## config.mk

```make
export PLATFORM = sky130hd
export DESIGN_NAME = dvi_tx_core
export DESIGN_NICKNAME = d
export VERILOG_FILES = /design/src/source/dvi_pkg.sv /design/src/source/dvi_tx_core.sv /design/src/source/test_pattern_gen.sv /design/src/source/tmds_encoder.sv /design/src/source/video_timing_gen.sv
export SDC_FILE = /design/constraint.sdc
export NUM_CORES = 1
export LEC_CHECK = 0
export BUFFER_PORTS_ARGS = -buffer_cell sky130_fd_sc_hd__buf_2
export CAP_MARGIN = 20
export CORE_AREA = 5 5 135 137
export CTS_CLUSTER_DIAMETER = 100
export DETAILED_ROUTE_END_ITERATION = 10
export DIE_AREA = 0 0 140 142
export PLACE_DENSITY = 0.65
export REMOVE_ABC_BUFFERS = 1
export SYNTH_ARGS = -nofsm -noshare
export SYNTH_HDL_FRONTEND = slang
export SYNTH_SLANG_ARGS = --single-unit
```

## constraint.sdc

```tcl
create_clock -name clk_dvi_pix -period 10.1 [get_ports clk_dvi_pix]
set_input_delay 0 -clock clk_dvi_pix [delete_from_list [all_inputs] [get_ports clk_dvi_pix]]
set_output_delay 0 -clock clk_dvi_pix [all_outputs]
set_load 0.02 [all_outputs]
```

## src/source/dvi_pkg.sv

```systemverilog
// --------------------------------------------------
// Shared types and constants of the DVI video path
// Position fields are 11 bits and limit a total to 2048
// TMDS control codes are written bit 9 first
// --------------------------------------------------
`default_nettype none

package dvi_pkg;

	typedef logic [10:0] t_pos;

	// One raster position with its timing flags
	typedef struct packed {
		t_pos x;
		t_pos y;
		logic hsync;
		logic vsync;
		logic de;          // Active region
		logic frame_start; // Pixel 0,0
	} t_raster;

	// Pixel as consumed by the encoders
	typedef struct packed {
		logic [7:0] r;
		logic [7:0] g;
		logic [7:0] b;
		logic       hsync;
		logic       vsync;
		logic       de;
	} t_pixel;

	typedef struct packed {
		logic [9:0] ch2;
		logic [9:0] ch1;
		logic [9:0] ch0;
	} t_tmds;

	// Control codes indexed by {c1, c0}
	localparam logic [9:0] TMDS_CTRL_00 = 10'b1101010100;
	localparam logic [9:0] TMDS_CTRL_01 = 10'b0010101011;
	localparam logic [9:0] TMDS_CTRL_10 = 10'b0101010100;
	localparam logic [9:0] TMDS_CTRL_11 = 10'b1010101011;

	// --------------------------------------------------
	// 640x480p 60 Hz

	localparam int DEFAULT_H_FRONT_PORCH   = 16;
	localparam int DEFAULT_H_SYNC_WIDTH    = 96;
	localparam int DEFAULT_H_BACK_PORCH    = 48;
	localparam int DEFAULT_H_ACTIVE_PIXELS = 640;
	localparam bit DEFAULT_H_SYNC_POLARITY = 1'b0; // Active low

	localparam int DEFAULT_V_FRONT_PORCH   = 10;
	localparam int DEFAULT_V_SYNC_WIDTH    = 2;
	localparam int DEFAULT_V_BACK_PORCH    = 33;
	localparam int DEFAULT_V_ACTIVE_LINES  = 480;
	localparam bit DEFAULT_V_SYNC_POLARITY = 1'b0; // Active low

endpackage

`default_nettype wire

```

## src/source/dvi_tx_core.sv

```systemverilog
// --------------------------------------------------
// DVI transmit core in the pixel clock domain
// Outputs parallel 10-bit symbols, no serialiser
// Two cycles from timing register to symbol
// --------------------------------------------------
`timescale 1ns/10ps
`default_nettype none

module dvi_tx_core import dvi_pkg::*; #(
	parameter int H_FRONT_PORCH   = DEFAULT_H_FRONT_PORCH,
	parameter int H_SYNC_WIDTH    = DEFAULT_H_SYNC_WIDTH,
	parameter int H_BACK_PORCH    = DEFAULT_H_BACK_PORCH,
	parameter int H_ACTIVE_PIXELS = DEFAULT_H_ACTIVE_PIXELS,
	parameter bit H_SYNC_POLARITY = DEFAULT_H_SYNC_POLARITY,
	parameter int V_FRONT_PORCH   = DEFAULT_V_FRONT_PORCH,
	parameter int V_SYNC_WIDTH    = DEFAULT_V_SYNC_WIDTH,
	parameter int V_BACK_PORCH    = DEFAULT_V_BACK_PORCH,
	parameter int V_ACTIVE_LINES  = DEFAULT_V_ACTIVE_LINES,
	parameter bit V_SYNC_POLARITY = DEFAULT_V_SYNC_POLARITY
) (
	input  logic  clk_dvi_pix,
	input  logic  rst_n_dvi_pix,
	output t_tmds o_tmds
);

	t_raster    raster;
	t_pixel     pixel;
	logic [9:0] sym0;
	logic [9:0] sym1;
	logic [9:0] sym2;

	video_timing_gen #(
		.H_FRONT_PORCH   (H_FRONT_PORCH),
		.H_SYNC_WIDTH    (H_SYNC_WIDTH),
		.H_BACK_PORCH    (H_BACK_PORCH),
		.H_ACTIVE_PIXELS (H_ACTIVE_PIXELS),
		.H_SYNC_POLARITY (H_SYNC_POLARITY),
		.V_FRONT_PORCH   (V_FRONT_PORCH),
		.V_SYNC_WIDTH    (V_SYNC_WIDTH),
		.V_BACK_PORCH    (V_BACK_PORCH),
		.V_ACTIVE_LINES  (V_ACTIVE_LINES),
		.V_SYNC_POLARITY (V_SYNC_POLARITY)
	) timing_i (
		.clk_dvi_pix   (clk_dvi_pix),
		.rst_n_dvi_pix (rst_n_dvi_pix),
		.o_raster      (raster)
	);

	test_pattern_gen #(
		.H_SYNC_POLARITY (H_SYNC_POLARITY),
		.V_SYNC_POLARITY (V_SYNC_POLARITY)
	) pattern_i (
		.clk_dvi_pix   (clk_dvi_pix),
		.rst_n_dvi_pix (rst_n_dvi_pix),
		.i_raster      (raster),
		.o_pixel       (pixel)
	);

	// --------------------------------------------------
	// Channel 0 carries the syncs as c1 = vsync, c0 = hsync

	tmds_encoder #(
		.RST_CTRL ({~V_SYNC_POLARITY, ~H_SYNC_POLARITY})
	) enc0_i (
		.clk_dvi_pix   (clk_dvi_pix),
		.rst_n_dvi_pix (rst_n_dvi_pix),
		.i_data        (pixel.b),
		.i_ctrl        ({pixel.vsync, pixel.hsync}),
		.i_de          (pixel.de),
		.o_symbol      (sym0)
	);

	tmds_encoder #(
		.RST_CTRL (2'b00)
	) enc1_i (
		.clk_dvi_pix   (clk_dvi_pix),
		.rst_n_dvi_pix (rst_n_dvi_pix),
		.i_data        (pixel.g),
		.i_ctrl        (2'b00),
		.i_de          (pixel.de),
		.o_symbol      (sym1)
	);

	tmds_encoder #(
		.RST_CTRL (2'b00)
	) enc2_i (
		.clk_dvi_pix   (clk_dvi_pix),
		.rst_n_dvi_pix (rst_n_dvi_pix),
		.i_data        (pixel.r),
		.i_ctrl        (2'b00),
		.i_de          (pixel.de),
		.o_symbol      (sym2)
	);

	assign o_tmds = '{ch2: sym2, ch1: sym1, ch0: sym0};

endmodule

`default_nettype wire

```

## src/source/test_pattern_gen.sv

```systemverilog
// --------------------------------------------------
// Moving colour test pattern, one register stage
// Frame count starts at 0 with the first frame
// Colours are zero outside the active region
// --------------------------------------------------
`timescale 1ns/10ps
`default_nettype none

module test_pattern_gen import dvi_pkg::*; #(
	parameter bit H_SYNC_POLARITY = 1'b0,
	parameter bit V_SYNC_POLARITY = 1'b0
) (
	input  logic    clk_dvi_pix,
	input  logic    rst_n_dvi_pix,
	input  t_raster i_raster,
	output t_pixel  o_pixel
);

	logic [10:0] frame_cnt;
	logic [10:0] frame_cur;
	logic        seen_first;
	logic [10:0] r_sum;
	logic [10:0] g_sum;

	// Count applies from pixel 0,0 of the new frame
	assign frame_cur = (i_raster.frame_start && seen_first) ? frame_cnt + 1'b1 : frame_cnt;

	assign r_sum = i_raster.x + frame_cur;
	assign g_sum = i_raster.y + frame_cur;

	always_ff @(posedge clk_dvi_pix or negedge rst_n_dvi_pix) begin
		if (!rst_n_dvi_pix) begin
			frame_cnt  <= '0;
			seen_first <= 1'b0;
		end else begin
			frame_cnt <= frame_cur;
			if (i_raster.frame_start)
				seen_first <= 1'b1;
		end
	end

	// --------------------------------------------------
	// Pixel register, sync and de delayed alongside

	always_ff @(posedge clk_dvi_pix or negedge rst_n_dvi_pix) begin
		if (!rst_n_dvi_pix) begin
			o_pixel.r     <= '0;
			o_pixel.g     <= '0;
			o_pixel.b     <= '0;
			o_pixel.hsync <= ~H_SYNC_POLARITY;
			o_pixel.vsync <= ~V_SYNC_POLARITY;
			o_pixel.de    <= 1'b0;
		end else begin
			o_pixel.r     <= i_raster.de ? {r_sum[5:0], 2'b00} : 8'h00;
			o_pixel.g     <= i_raster.de ? {g_sum[5:0], 2'b00} : 8'h00;
			o_pixel.b     <= i_raster.de ? frame_cur[7:0] : 8'h00;
			o_pixel.hsync <= i_raster.hsync;
			o_pixel.vsync <= i_raster.vsync;
			o_pixel.de    <= i_raster.de;
		end
	end

endmodule

`default_nettype wire

```

## src/source/tmds_encoder.sv

```systemverilog
// --------------------------------------------------
// TMDS 8b/10b encoder for one DVI channel
// One cycle from input to symbol
// Disparity is cleared during blanking
// RST_CTRL picks the control code held in reset
// --------------------------------------------------
`timescale 1ns/10ps
`default_nettype none

module tmds_encoder import dvi_pkg::*; #(
	parameter logic [1:0] RST_CTRL = 2'b00
) (
	input  logic       clk_dvi_pix,
	input  logic       rst_n_dvi_pix,
	input  logic [7:0] i_data,
	input  logic [1:0] i_ctrl,
	input  logic       i_de,
	output logic [9:0] o_symbol
);

	function automatic logic [3:0] popcount8(input logic [7:0] v);
		logic [3:0] n;
		n = '0;
		for (int i = 0; i < 8; i++)
			n = n + {3'b000, v[i]};
		return n;
	endfunction

	function automatic logic [9:0] ctrl_code(input logic [1:0] c);
		case (c)
			2'b00:   return TMDS_CTRL_00;
			2'b01:   return TMDS_CTRL_01;
			2'b10:   return TMDS_CTRL_10;
			default: return TMDS_CTRL_11;
		endcase
	endfunction

	logic [3:0]        n1_data;
	logic              use_xnor;
	logic [8:0]        q_m;
	logic [3:0]        n1_qm;
	logic signed [5:0] diff_qm; // Ones minus zeros of q_m[7:0]
	logic signed [5:0] cnt;
	logic signed [5:0] cnt_next;
	logic [9:0]        sym_next;

	// --------------------------------------------------
	// Transition minimisation

	assign n1_data  = popcount8(i_data);
	assign use_xnor = (n1_data > 4'd4) || ((n1_data == 4'd4) && !i_data[0]);

	always_comb begin
		q_m[0] = i_data[0];
		for (int i = 1; i < 8; i++)
			q_m[i] = use_xnor ? ~(q_m[i-1] ^ i_data[i]) : (q_m[i-1] ^ i_data[i]);
		q_m[8] = ~use_xnor;
	end

	assign n1_qm   = popcount8(q_m[7:0]);
	assign diff_qm = $signed({1'b0, n1_qm, 1'b0}) - 6'sd8;

	// --------------------------------------------------
	// DC balance

	always_comb begin
		if (cnt == 6'sd0 || n1_qm == 4'd4) begin
			sym_next = {~q_m[8], q_m[8], q_m[8] ? q_m[7:0] : ~q_m[7:0]};
			cnt_next = q_m[8] ? cnt + diff_qm : cnt - diff_qm;
		end else if ((!cnt[5] && n1_qm > 4'd4) || (cnt[5] && n1_qm < 4'd4)) begin
			sym_next = {1'b1, q_m[8], ~q_m[7:0]}; // Invert to pull back
			cnt_next = cnt + (q_m[8] ? 6'sd2 : 6'sd0) - diff_qm;
		end else begin
			sym_next = {1'b0, q_m[8], q_m[7:0]};
			cnt_next = cnt - (q_m[8] ? 6'sd0 : 6'sd2) + diff_qm;
		end
	end

	always_ff @(posedge clk_dvi_pix or negedge rst_n_dvi_pix) begin
		if (!rst_n_dvi_pix) begin
			o_symbol <= ctrl_code(RST_CTRL);
			cnt      <= '0;
		end else if (i_de) begin
			o_symbol <= sym_next;
			cnt      <= cnt_next;
		end else begin
			o_symbol <= ctrl_code(i_ctrl); // Blanking
			cnt      <= '0;
		end
	end

endmodule

`default_nettype wire

```

## src/source/video_timing_gen.sv

```systemverilog
// --------------------------------------------------
// Raster timing generator, free running, no enable
// Line order: active, front porch, sync, back porch
// Output is registered one cycle behind the counters
// Total counts must fit in 11 bits
// --------------------------------------------------
`timescale 1ns/10ps
`default_nettype none

module video_timing_gen import dvi_pkg::*; #(
	parameter int H_FRONT_PORCH   = 16,
	parameter int H_SYNC_WIDTH    = 96,
	parameter int H_BACK_PORCH    = 48,
	parameter int H_ACTIVE_PIXELS = 640,
	parameter bit H_SYNC_POLARITY = 1'b0,
	parameter int V_FRONT_PORCH   = 10,
	parameter int V_SYNC_WIDTH    = 2,
	parameter int V_BACK_PORCH    = 33,
	parameter int V_ACTIVE_LINES  = 480,
	parameter bit V_SYNC_POLARITY = 1'b0
) (
	input  logic    clk_dvi_pix,
	input  logic    rst_n_dvi_pix,
	output t_raster o_raster
);

	localparam int H_SYNC_START = H_ACTIVE_PIXELS + H_FRONT_PORCH;
	localparam int H_SYNC_END   = H_SYNC_START + H_SYNC_WIDTH;
	localparam int H_TOTAL      = H_SYNC_END + H_BACK_PORCH;
	localparam int V_SYNC_START = V_ACTIVE_LINES + V_FRONT_PORCH;
	localparam int V_SYNC_END   = V_SYNC_START + V_SYNC_WIDTH;
	localparam int V_TOTAL      = V_SYNC_END + V_BACK_PORCH;

	t_pos h_cnt;
	t_pos v_cnt;
	logic h_last;
	logic v_last;
	logic h_in_sync;
	logic v_in_sync;

	assign h_last = (h_cnt == t_pos'(H_TOTAL - 1));
	assign v_last = (v_cnt == t_pos'(V_TOTAL - 1));

	assign h_in_sync = (h_cnt >= t_pos'(H_SYNC_START)) && (h_cnt < t_pos'(H_SYNC_END));
	assign v_in_sync = (v_cnt >= t_pos'(V_SYNC_START)) && (v_cnt < t_pos'(V_SYNC_END));

	// --------------------------------------------------
	// Position counters over the whole frame

	always_ff @(posedge clk_dvi_pix or negedge rst_n_dvi_pix) begin
		if (!rst_n_dvi_pix) begin
			h_cnt <= '0;
			v_cnt <= '0;
		end else begin
			if (h_last) begin
				h_cnt <= '0;
				v_cnt <= v_last ? '0 : v_cnt + 1'b1; // Next line at end of line
			end else begin
				h_cnt <= h_cnt + 1'b1;
			end
		end
	end

	// --------------------------------------------------
	// Timing register

	always_ff @(posedge clk_dvi_pix or negedge rst_n_dvi_pix) begin
		if (!rst_n_dvi_pix) begin
			o_raster.x           <= '0;
			o_raster.y           <= '0;
			o_raster.hsync       <= ~H_SYNC_POLARITY; // Idle level
			o_raster.vsync       <= ~V_SYNC_POLARITY;
			o_raster.de          <= 1'b0;
			o_raster.frame_start <= 1'b0;
		end else begin
			o_raster.x           <= h_cnt;
			o_raster.y           <= v_cnt;
			o_raster.hsync       <= h_in_sync ? H_SYNC_POLARITY : ~H_SYNC_POLARITY;
			o_raster.vsync       <= v_in_sync ? V_SYNC_POLARITY : ~V_SYNC_POLARITY;
			o_raster.de          <= (h_cnt < t_pos'(H_ACTIVE_PIXELS)) &&
				(v_cnt < t_pos'(V_ACTIVE_LINES));
			o_raster.frame_start <= (h_cnt == '0) && (v_cnt == '0);
		end
	end

endmodule

`default_nettype wire

```

==> impl_metrics.csv, run 1 <==
group,metric,value,unit
run_status,status,"finished clean",
detailed_routing,total_drc_errors_in_the_routed_layout,0,
synth,post_synth_mux_area_share,2.11,%
clock_network,clk_transition_reported_paths,0.06,ns
setup_path,critPathKind,"flip-flop to flip-flop",
placement,gpl_congestion,0.827,
clock_network,cts_buffer_depth,2,
setup_path,cpMaxStageDelayCell,"fa_1",
sta,fmax,130,MHz
detailed_routing,drt-vias-per-instance,5.02,
sta,timing.hold.ws,0.179,ns
synth,fraction_of_the_mapped_netlist_area_in_compound_gates,9.76,%
synth,post-synth-top-count-cell,"inv_1",
synth,parity_gate_share_of_the_synthesized_area_counting_xor_and_xnor_cells,13.2,%
synth,synth.largest_area_cell,"dfrtp_1",
sta,period_share,76.4,%
sta,number_of_setup_violations_in_the_final_report,0,
synth,seq_area_frac_synth,35.4,%
setup_path,critPathLaunch,"pattern_i.o_pixel[3]",
synth,netlist_area,8200,µm²
synth,synth-adder-area-share,22.4,%
clock_network,cts-resized-gates,0,
synth,synthArstFlopShare,100,%
synth,synth-main-ff-cell,"dfrtp_1",
clock_network,cts_root_buf,"clkbuf_16",
detailed_routing,detail_route.wirelength,15000,µm
floorplanning,dieWidth,140,µm
flow_run,timing.max_cap.violations,0,
synth,synth_warnings,0,
layout,number_of_antenna_diodes,0,
layout,num-nets-final,981,
detailed_routing,violation_count_after_the_first_detailed_routing_iteration,178,
detailed_routing,drt_pass1_iterations,5,
placement,placed_cells_incl_taps,1058,
setup_path,r2r_setup_slack,2.39,ns
setup_path,timing.critical_path.required,10.43,ns
detailed_routing,drt-wirelength-per-cell,13.8,µm
clock_network,post-cts-setup-buffers,0,
synth,synth_area_per_cell,10.1,µm²
setup_path,critPathCapture,"enc0_i.cnt[5]",
setup_path,critical_path.max_fanout,14,
sta,setup_repair_after_global_routing_missed_its_margin,"no",
global_route,groute.usage.overall,16.0,%
detailed_routing,route.antenna.remaining_nets,0,
clock_network,clkLatencyLatePin,0.41,ns
clock_network,tritoncts_clock_tree,"yes",
synth,synth_top_cell_area_share,29.0,%
worst_hold_path,worst_hold_path_type,"input port to async pin",
synth,synth_top_family_by_area,"adder cells",
global_route,pin_count_of_the_biggest_net_entering_global_routing,65,
setup_path,critical-path-top-cell-by-count,"fa_1",
synth,postSynthRegisterBits,115,
floorplanning,design.die.area,19900,µm²
floorplanning,core_region,16900,µm²
global_route,wire_length_of_the_first_global_routing_pass,26100,µm
synth,synth_area_leaders,"dfrtp_1 (29%), ha_1 (14%), fa_1 (8.3%)",
synth,post_synth_inst_count,815,
sta,timing.setup.tns,0,ns
floorplanning,boundaryPins,32,
setup_path,start_kind,"flip-flop",
setup_path,r2r.worst_path.cells,30,
layout,fillCellCount,1520,
floorplanning,initial_utilization,48.4,%
layout,layout-drive-gt1-share,12.0,%
sta,timing.clock.skew,0.00557,ns
sta,final.min_clock_period,7.71,ns
synth,synth-edff-count,0,
sta,tightest_slew,0.844,ns
power,power_density,116,nW/µm²
power,power.static_leakage,4.46,nW
global_route,antenna_found_initial,0,
synth,ys_top_cells_by_count,"inv_1 (101), dfrtp_1 (95), ha_1 (92), xnor2_1 (74), nand2_1 (51)",
synth,synth_cell_type_count,53,
clock_network,htree_num_levels,4,
global_route,remaining_global_route_overflow,0,
synth,post_synth_and_or_nand_nor_area_fraction,11.6,%
placement,numPortBuffers,31,
power,ir_drop,0.112,mV
detailed_routing,vias,5481,
setup_path,worst_path_largest_cell_delay,0.53,ns
floorplanning,rows,48,
sta,final-max-slew-violation-count,0,
setup_path,worstPathArrival,8.04,ns
floorplanning,floorplan.die.height,142,µm
global_route,first_global_vias,5390,
sta,slew-limit-headroom,42.1,%
layout,post_layout_nonfiller_instances,1091,
clock_network,cts_inserted_buffers,17,
clock_network,cts_sinks,115,
placement,hpwl,11500,µm
setup_path,rr_startpoint,"pattern_i.o_pixel[3]",
setup_path,setup.worst_path.end_class,"flip-flop",
layout,syn_to_final_growth,12.3,%
setup_path,reg2reg_to,"enc0_i.cnt[5]",
sta,hold_viol_final,0,
==> power breakdown <==
part	internal, mW	switching (mW)	total, mW
Clock	0.387	0.210	0.597
Combinational	0.000744	0.00866	0.00941
Sequential	0.462	0	0.462
==> per-layer routing <==
layer | GRT usage, % | routed length, µm | vias up
met5 | 0 | 0 | -
met4 | 4.08 | 162 | 0
met3 | 3.70 | 510 | 15
met2 | 26.7 | 7270 | 77
met1 | 21.5 | 7070 | 2636
li1 | - | - | 2753
==> critical path: cells and delay by family (launching register included) <==
kind | cells | cell delay, ns
DFF | 1 | 0.43
and+or+nand+nor | 1 | 0.20
muxes | 1 | 0.10
xor gates and xnor gates | 4 | 0.87
buffers and inverters | 8 | 0.71
adders and majority gates | 13 | 4.83
AOI/OAI and AO/OA | 3 | 0.52
==> through the flow <==
stage               total power [mW]  cell area (µm²)  utilization, %  setup slack, ns
CTS                             1.08             9210            54.4             2.37
global route                    1.11             9210            54.4             1.93
global placement               0.479             8600            50.8             2.56
finish                          1.07             9210            54.4             2.39
detailed placement             0.479             8600            50.8             2.41
floorplan                      0.469             8130               -             2.27
==> sequential cells by signal, summed over array words and instances (netlist names) <==
signal / cells
enc0_i.o_symbol: 10
enc0_i.cnt: 5
enc2_i.cnt: 5
enc1_i.o_symbol: 10
enc2_i.o_symbol: 10
timing_i.o_raster: 16
timing_i.v_cnt: 11
pattern_i.o_pixel: 23
pattern_i.seen_first: 1
pattern_i.frame_cnt: 8
enc1_i.cnt: 5
timing_i.h_cnt: 11
==> final cells by class <==
class | instances | area, µm² | share of cell area (%)
Clock buffer | 19 | 433 | 4.70
Tap cell | 225 | 282 | 3.06
Inverter | 103 | 387 | 4.20
Multi-Input combinational cell | 579 | 4840 | 52.5
Timing Repair Buffer | 37 | 205 | 2.23
Sequential cell | 115 | 2900 | 31.5
Clock inverter | 13 | 160 | 1.74
==> logic make-up (layout without fill, tap and decap cells) <==
logic type      after synthesis  after routing
fa+ha+maj                   126            126
flops                       115            115
xor+xnor                    110            110
mux                          17             17
simple gates                195            195
buf+inv                     121            172
compound gates              131            131
==> placed cells by master, fill, tap and decap left out, types with 4 or more instances in the layout <==
| master | n |
|---|---|
| clkinvlp_4 | 5 |
| a211oi_1 | 4 |
| nor2_1 | 49 |
| buf_4 | 6 |
| dfrtp_1 | 95 |
| o21a_1 | 4 |
| a21o_1 | 21 |
| dfstp_2 | 20 |
| buf_2 | 30 |
| xnor2_1 | 74 |
| nand2b_1 | 8 |
| xor2_1 | 24 |
| nand2_1 | 51 |
| xnor2_2 | 6 |
| clkbuf_16 | 17 |
| and2_1 | 22 |
| o31ai_1 | 5 |
| fa_1 | 34 |
| nor3_1 | 14 |
| nor2b_1 | 11 |
| nor4_1 | 4 |
| a21oi_1 | 47 |
| a31oi_1 | 5 |
| o211ai_1 | 4 |
| nand4_1 | 5 |
| o21ai_0 | 26 |
| inv_1 | 101 |
| and3_1 | 6 |
| mux2i_1 | 15 |
| nand3_1 | 13 |
| ha_1 | 92 |
==> worst min-delay path by stage <==
stage                       start                 end  slack (ns)
floorplan           rst_n_dvi_pix       enc0_i.cnt[1]       -0.30
global placement    rst_n_dvi_pix   timing_i.h_cnt[6]        0.09
detailed placement  rst_n_dvi_pix   timing_i.h_cnt[8]        0.09
CTS                 rst_n_dvi_pix  enc0_i.o_symbol[6]        0.19
global route        rst_n_dvi_pix   timing_i.h_cnt[6]        0.25
finish              rst_n_dvi_pix   timing_i.h_cnt[8]        0.18
==> repair_timing <==
action,CTS,global route
hold buffers,1,0
hold endpoints to repair,42,0
setup endpoints to repair,0,0
No activity file was read; power rests on OpenSTA's default activity.
==> inputs of run 2 (changes only) <==
clock period = 7.5 ns   (was 10.1 ns; I/O delays follow)
==> run 2 against run 1 <==
Compared with the run above: routed wire length up 2.0%; clock-buffer cell count up 4; sequential share of layout area down 0.50 points; sequential power up 35%; clock power up 48%; non-clock buffer count up 4; die area unchanged; power up 42%; final area up 1.6%; critical path type unchanged.
==> impl_metrics.csv, run 2 (same netlist as run 1, synthesis figures left out) <==
group,metric,value,unit
run_status,status,"finished clean",
layout,registers.top_by_ff_count,"pattern_i.o_pixel",
setup_path,reg2reg_to,"enc0_i.cnt[5]",
sta,slew-limit-headroom,40.1,%
global_route,pin_count_of_the_biggest_net_entering_global_routing,75,
detailed_routing,violation_count_after_the_first_detailed_routing_iteration,115,
setup_path,setup.worst_path.end_class,"flip-flop",
layout,number_of_antenna_diodes,0,
floorplanning,rows,48,
detailed_routing,vias,5462,
placement,gpl_congestion,0.799,
layout,syn_to_final_growth,14.1,%
floorplanning,design.die.area,19900,µm²
layout,biggest_registers_after_layout,"pattern_i.o_pixel x23, timing_i.o_raster x16",
setup_path,critical_path.max_fanout,5,
clock_network,cts_sinks,115,
flow_run,timing.max_cap.violations,0,
sta,timing.final.ws_setup,0.362,ns
worst_hold_path,worst_hold_path_type,"input port to async pin",
sta,number_of_setup_violations_in_the_final_report,0,
power,power.net_switching,290,µW
power,internal_power,1.23,mW
global_route,remaining_global_route_overflow,0,
layout,final_common_cell,"inv_1",
global_route,groute.usage.overall,16.6,%
placement,hpwl,11500,µm
setup_path,r2r.worst_path.cells,27,
setup_path,critPathCapture,"enc0_i.cnt[5]",
power,power_frac_comb,0.8,%
layout,num-nets-final,985,
clock_network,clk_transition_reported_paths,0.05,ns
detailed_routing,total_drc_errors_in_the_routed_layout,0,
layout,flip_flop_count_of_the_largest_register_all_copies_and_words_added,23,
layout,layout-drive-gt1-share,13.9,%
floorplanning,floorplan.die.height,142,µm
clock_network,cts_buffer_depth,2,
placement,dp_worst_setup_slack,0.0194,ns
clock_network,post-cts-setup-buffers,0,
clock_network,cts_inserted_buffers,17,
sta,timing.hold.ws,0.0997,ns
floorplanning,boundaryPins,32,
placement,numPortBuffers,31,
setup_path,rr_startpoint,"pattern_i.o_pixel[3]",
setup_path,critPathLaunch,"pattern_i.o_pixel[3]",
detailed_routing,detail_route.wirelength,15300,µm
floorplanning,initial_utilization,48.4,%
sta,timing.clock.skew,0.00727,ns
power,sw_frac_of_total,19.1,%
setup_path,start_kind,"flip-flop",
sta,fmax,140,MHz
setup_path,worstPathArrival,7.44,ns
clock_network,clkLatencyLatePin,0.42,ns
sta,hold_viol_final,0,
detailed_routing,drt-vias-per-instance,4.99,
sta,period_share,95.2,%
sta,final.min_clock_period,7.14,ns
power,seq_power_share,40.9,%
sta,tightest_slew,0.898,ns
global_route,antenna_found_initial,0,
floorplanning,dieWidth,140,µm
sta,final-max-slew-violation-count,0,
clock_network,htree_num_levels,4,
power,clockPowerShare,58.2,%
global_route,wire_length_of_the_first_global_routing_pass,26800,µm
layout,fillCellCount,1472,
clock_network,cts_root_buf,"clkbuf_16",
setup_path,critPathKind,"flip-flop to flip-flop",
clock_network,tritoncts_clock_tree,"yes",
power,ir_drop,0.200,mV
floorplanning,core_region,16900,µm²
setup_path,r2r_setup_slack,0.36,ns
setup_path,timing.critical_path.required,7.80,ns
power,power_density,162,nW/µm²
detailed_routing,drt_pass1_iterations,5,
global_route,first_global_vias,5602,
detailed_routing,route.antenna.remaining_nets,0,
layout,layout.cells.most_common_list,"inv_1 (99), dfrtp_1 (95), ha_1 (90), xnor2_1 (73), nand2_1 (51)",
power,power.static_leakage,4.53,nW
detailed_routing,drt-wirelength-per-cell,14.0,µm
==> run 2: power by group through the flow <==
| stage | clock network [mW] | registers [mW] | logic (mW) |
|---|---|---|---|
| after floorplan | 0 | 0.632 | 0.00000265 |
| after global placement | 0 | 0.632 | 0.0135 |
| after detailed placement | 0 | 0.632 | 0.0134 |
| after CTS | 0.902 | 0.622 | 0.0139 |
| after global routing | 0.930 | 0.621 | 0.0157 |
| final | 0.884 | 0.622 | 0.0126 |
==> run 2: cell type report <==
class                      count  area, µm²  area share, %
multi-input combinational    579       4900           52.4
sequential                   115       2900           31.0
clock buffer                  23        468           5.00
inverter                     103        387           4.13
tap                          225        282           3.01
timing repair buffer          41        235           2.51
clock inverter                 9        176           1.89
==> run 2: stage by stage <==
stage                     utilization [%]  setup TNS, ns  instances  area [µm²]  power [mW]
after global placement               51.0              0       1062        8630       0.645
after floorplan                         -          -2.34        797        8130       0.632
after global routing                 55.2        -0.0348       1095        9350        1.57
after CTS                            54.8              0       1095        9290        1.54
final                                55.2              0       1095        9350        1.52
after detailed placement             51.0              0       1062        8630       0.645
==> run 2: how the worst min path moves through the flow <==
stage / from / endpoint / slack, ns / cells after the start
after detailed placement: rst_n_dvi_pix / timing_i.h_cnt[7] / 0.03 / 1
after global routing: rst_n_dvi_pix / timing_i.h_cnt[7] / 0.15 / 2
after floorplan: rst_n_dvi_pix / enc0_i.cnt[1] / -0.30 / 0
final: rst_n_dvi_pix / timing_i.h_cnt[7] / 0.1 / 2
after CTS: rst_n_dvi_pix / timing_i.h_cnt[7] / 0.12 / 2
after global placement: rst_n_dvi_pix / timing_i.h_cnt[8] / 0.03 / 1
==> run 2: routing by layer <==
| layer | global-route usage, % | up-vias | part of all wire [%] |
|---|---|---|---|
| met1 | 21.6 | 2594 | 46 |
| met4 | 6.73 | 0 | 1.9 |
| met3 | 2.99 | 25 | 3.4 |
| li1 | - | 2761 | - |
| met2 | 27.6 | 82 | 49 |
| met5 | 0 | - | 0 |
==> run 2: worst max-delay path, cell delays in order, from the launching register on <==
cell and delay (ns):
dfrtp_1 0.40, ha_4 0.29, inv_2 0.04, fa_1 0.45, fa_1 0.50, inv_1 0.05
fa_2 0.35, fa_1 0.46, nor3b_2 0.19, o22ai_2 0.12, xnor2_1 0.14, ha_1 0.27
inv_1 0.04, fa_1 0.47, inv_1 0.05, fa_1 0.47, fa_1 0.42, inv_1 0.10
fa_2 0.48, ha_1 0.32, inv_2 0.07, fa_2 0.40, a21o_1 0.20, a21oi_2 0.20
xor2_1 0.17, mux2i_1 0.10, xnor2_1 0.17, a31oi_1 0.09
==> run 2: what timing repair did <==
| action | in CTS | in global routing |
|---|---|---|
| endpoints found under the hold margin | 41 | 0 |
| resized for setup | 0 | 16 |
| setup endpoints to repair | 0 | 9 |
| hold buffers | 1 | 0 |
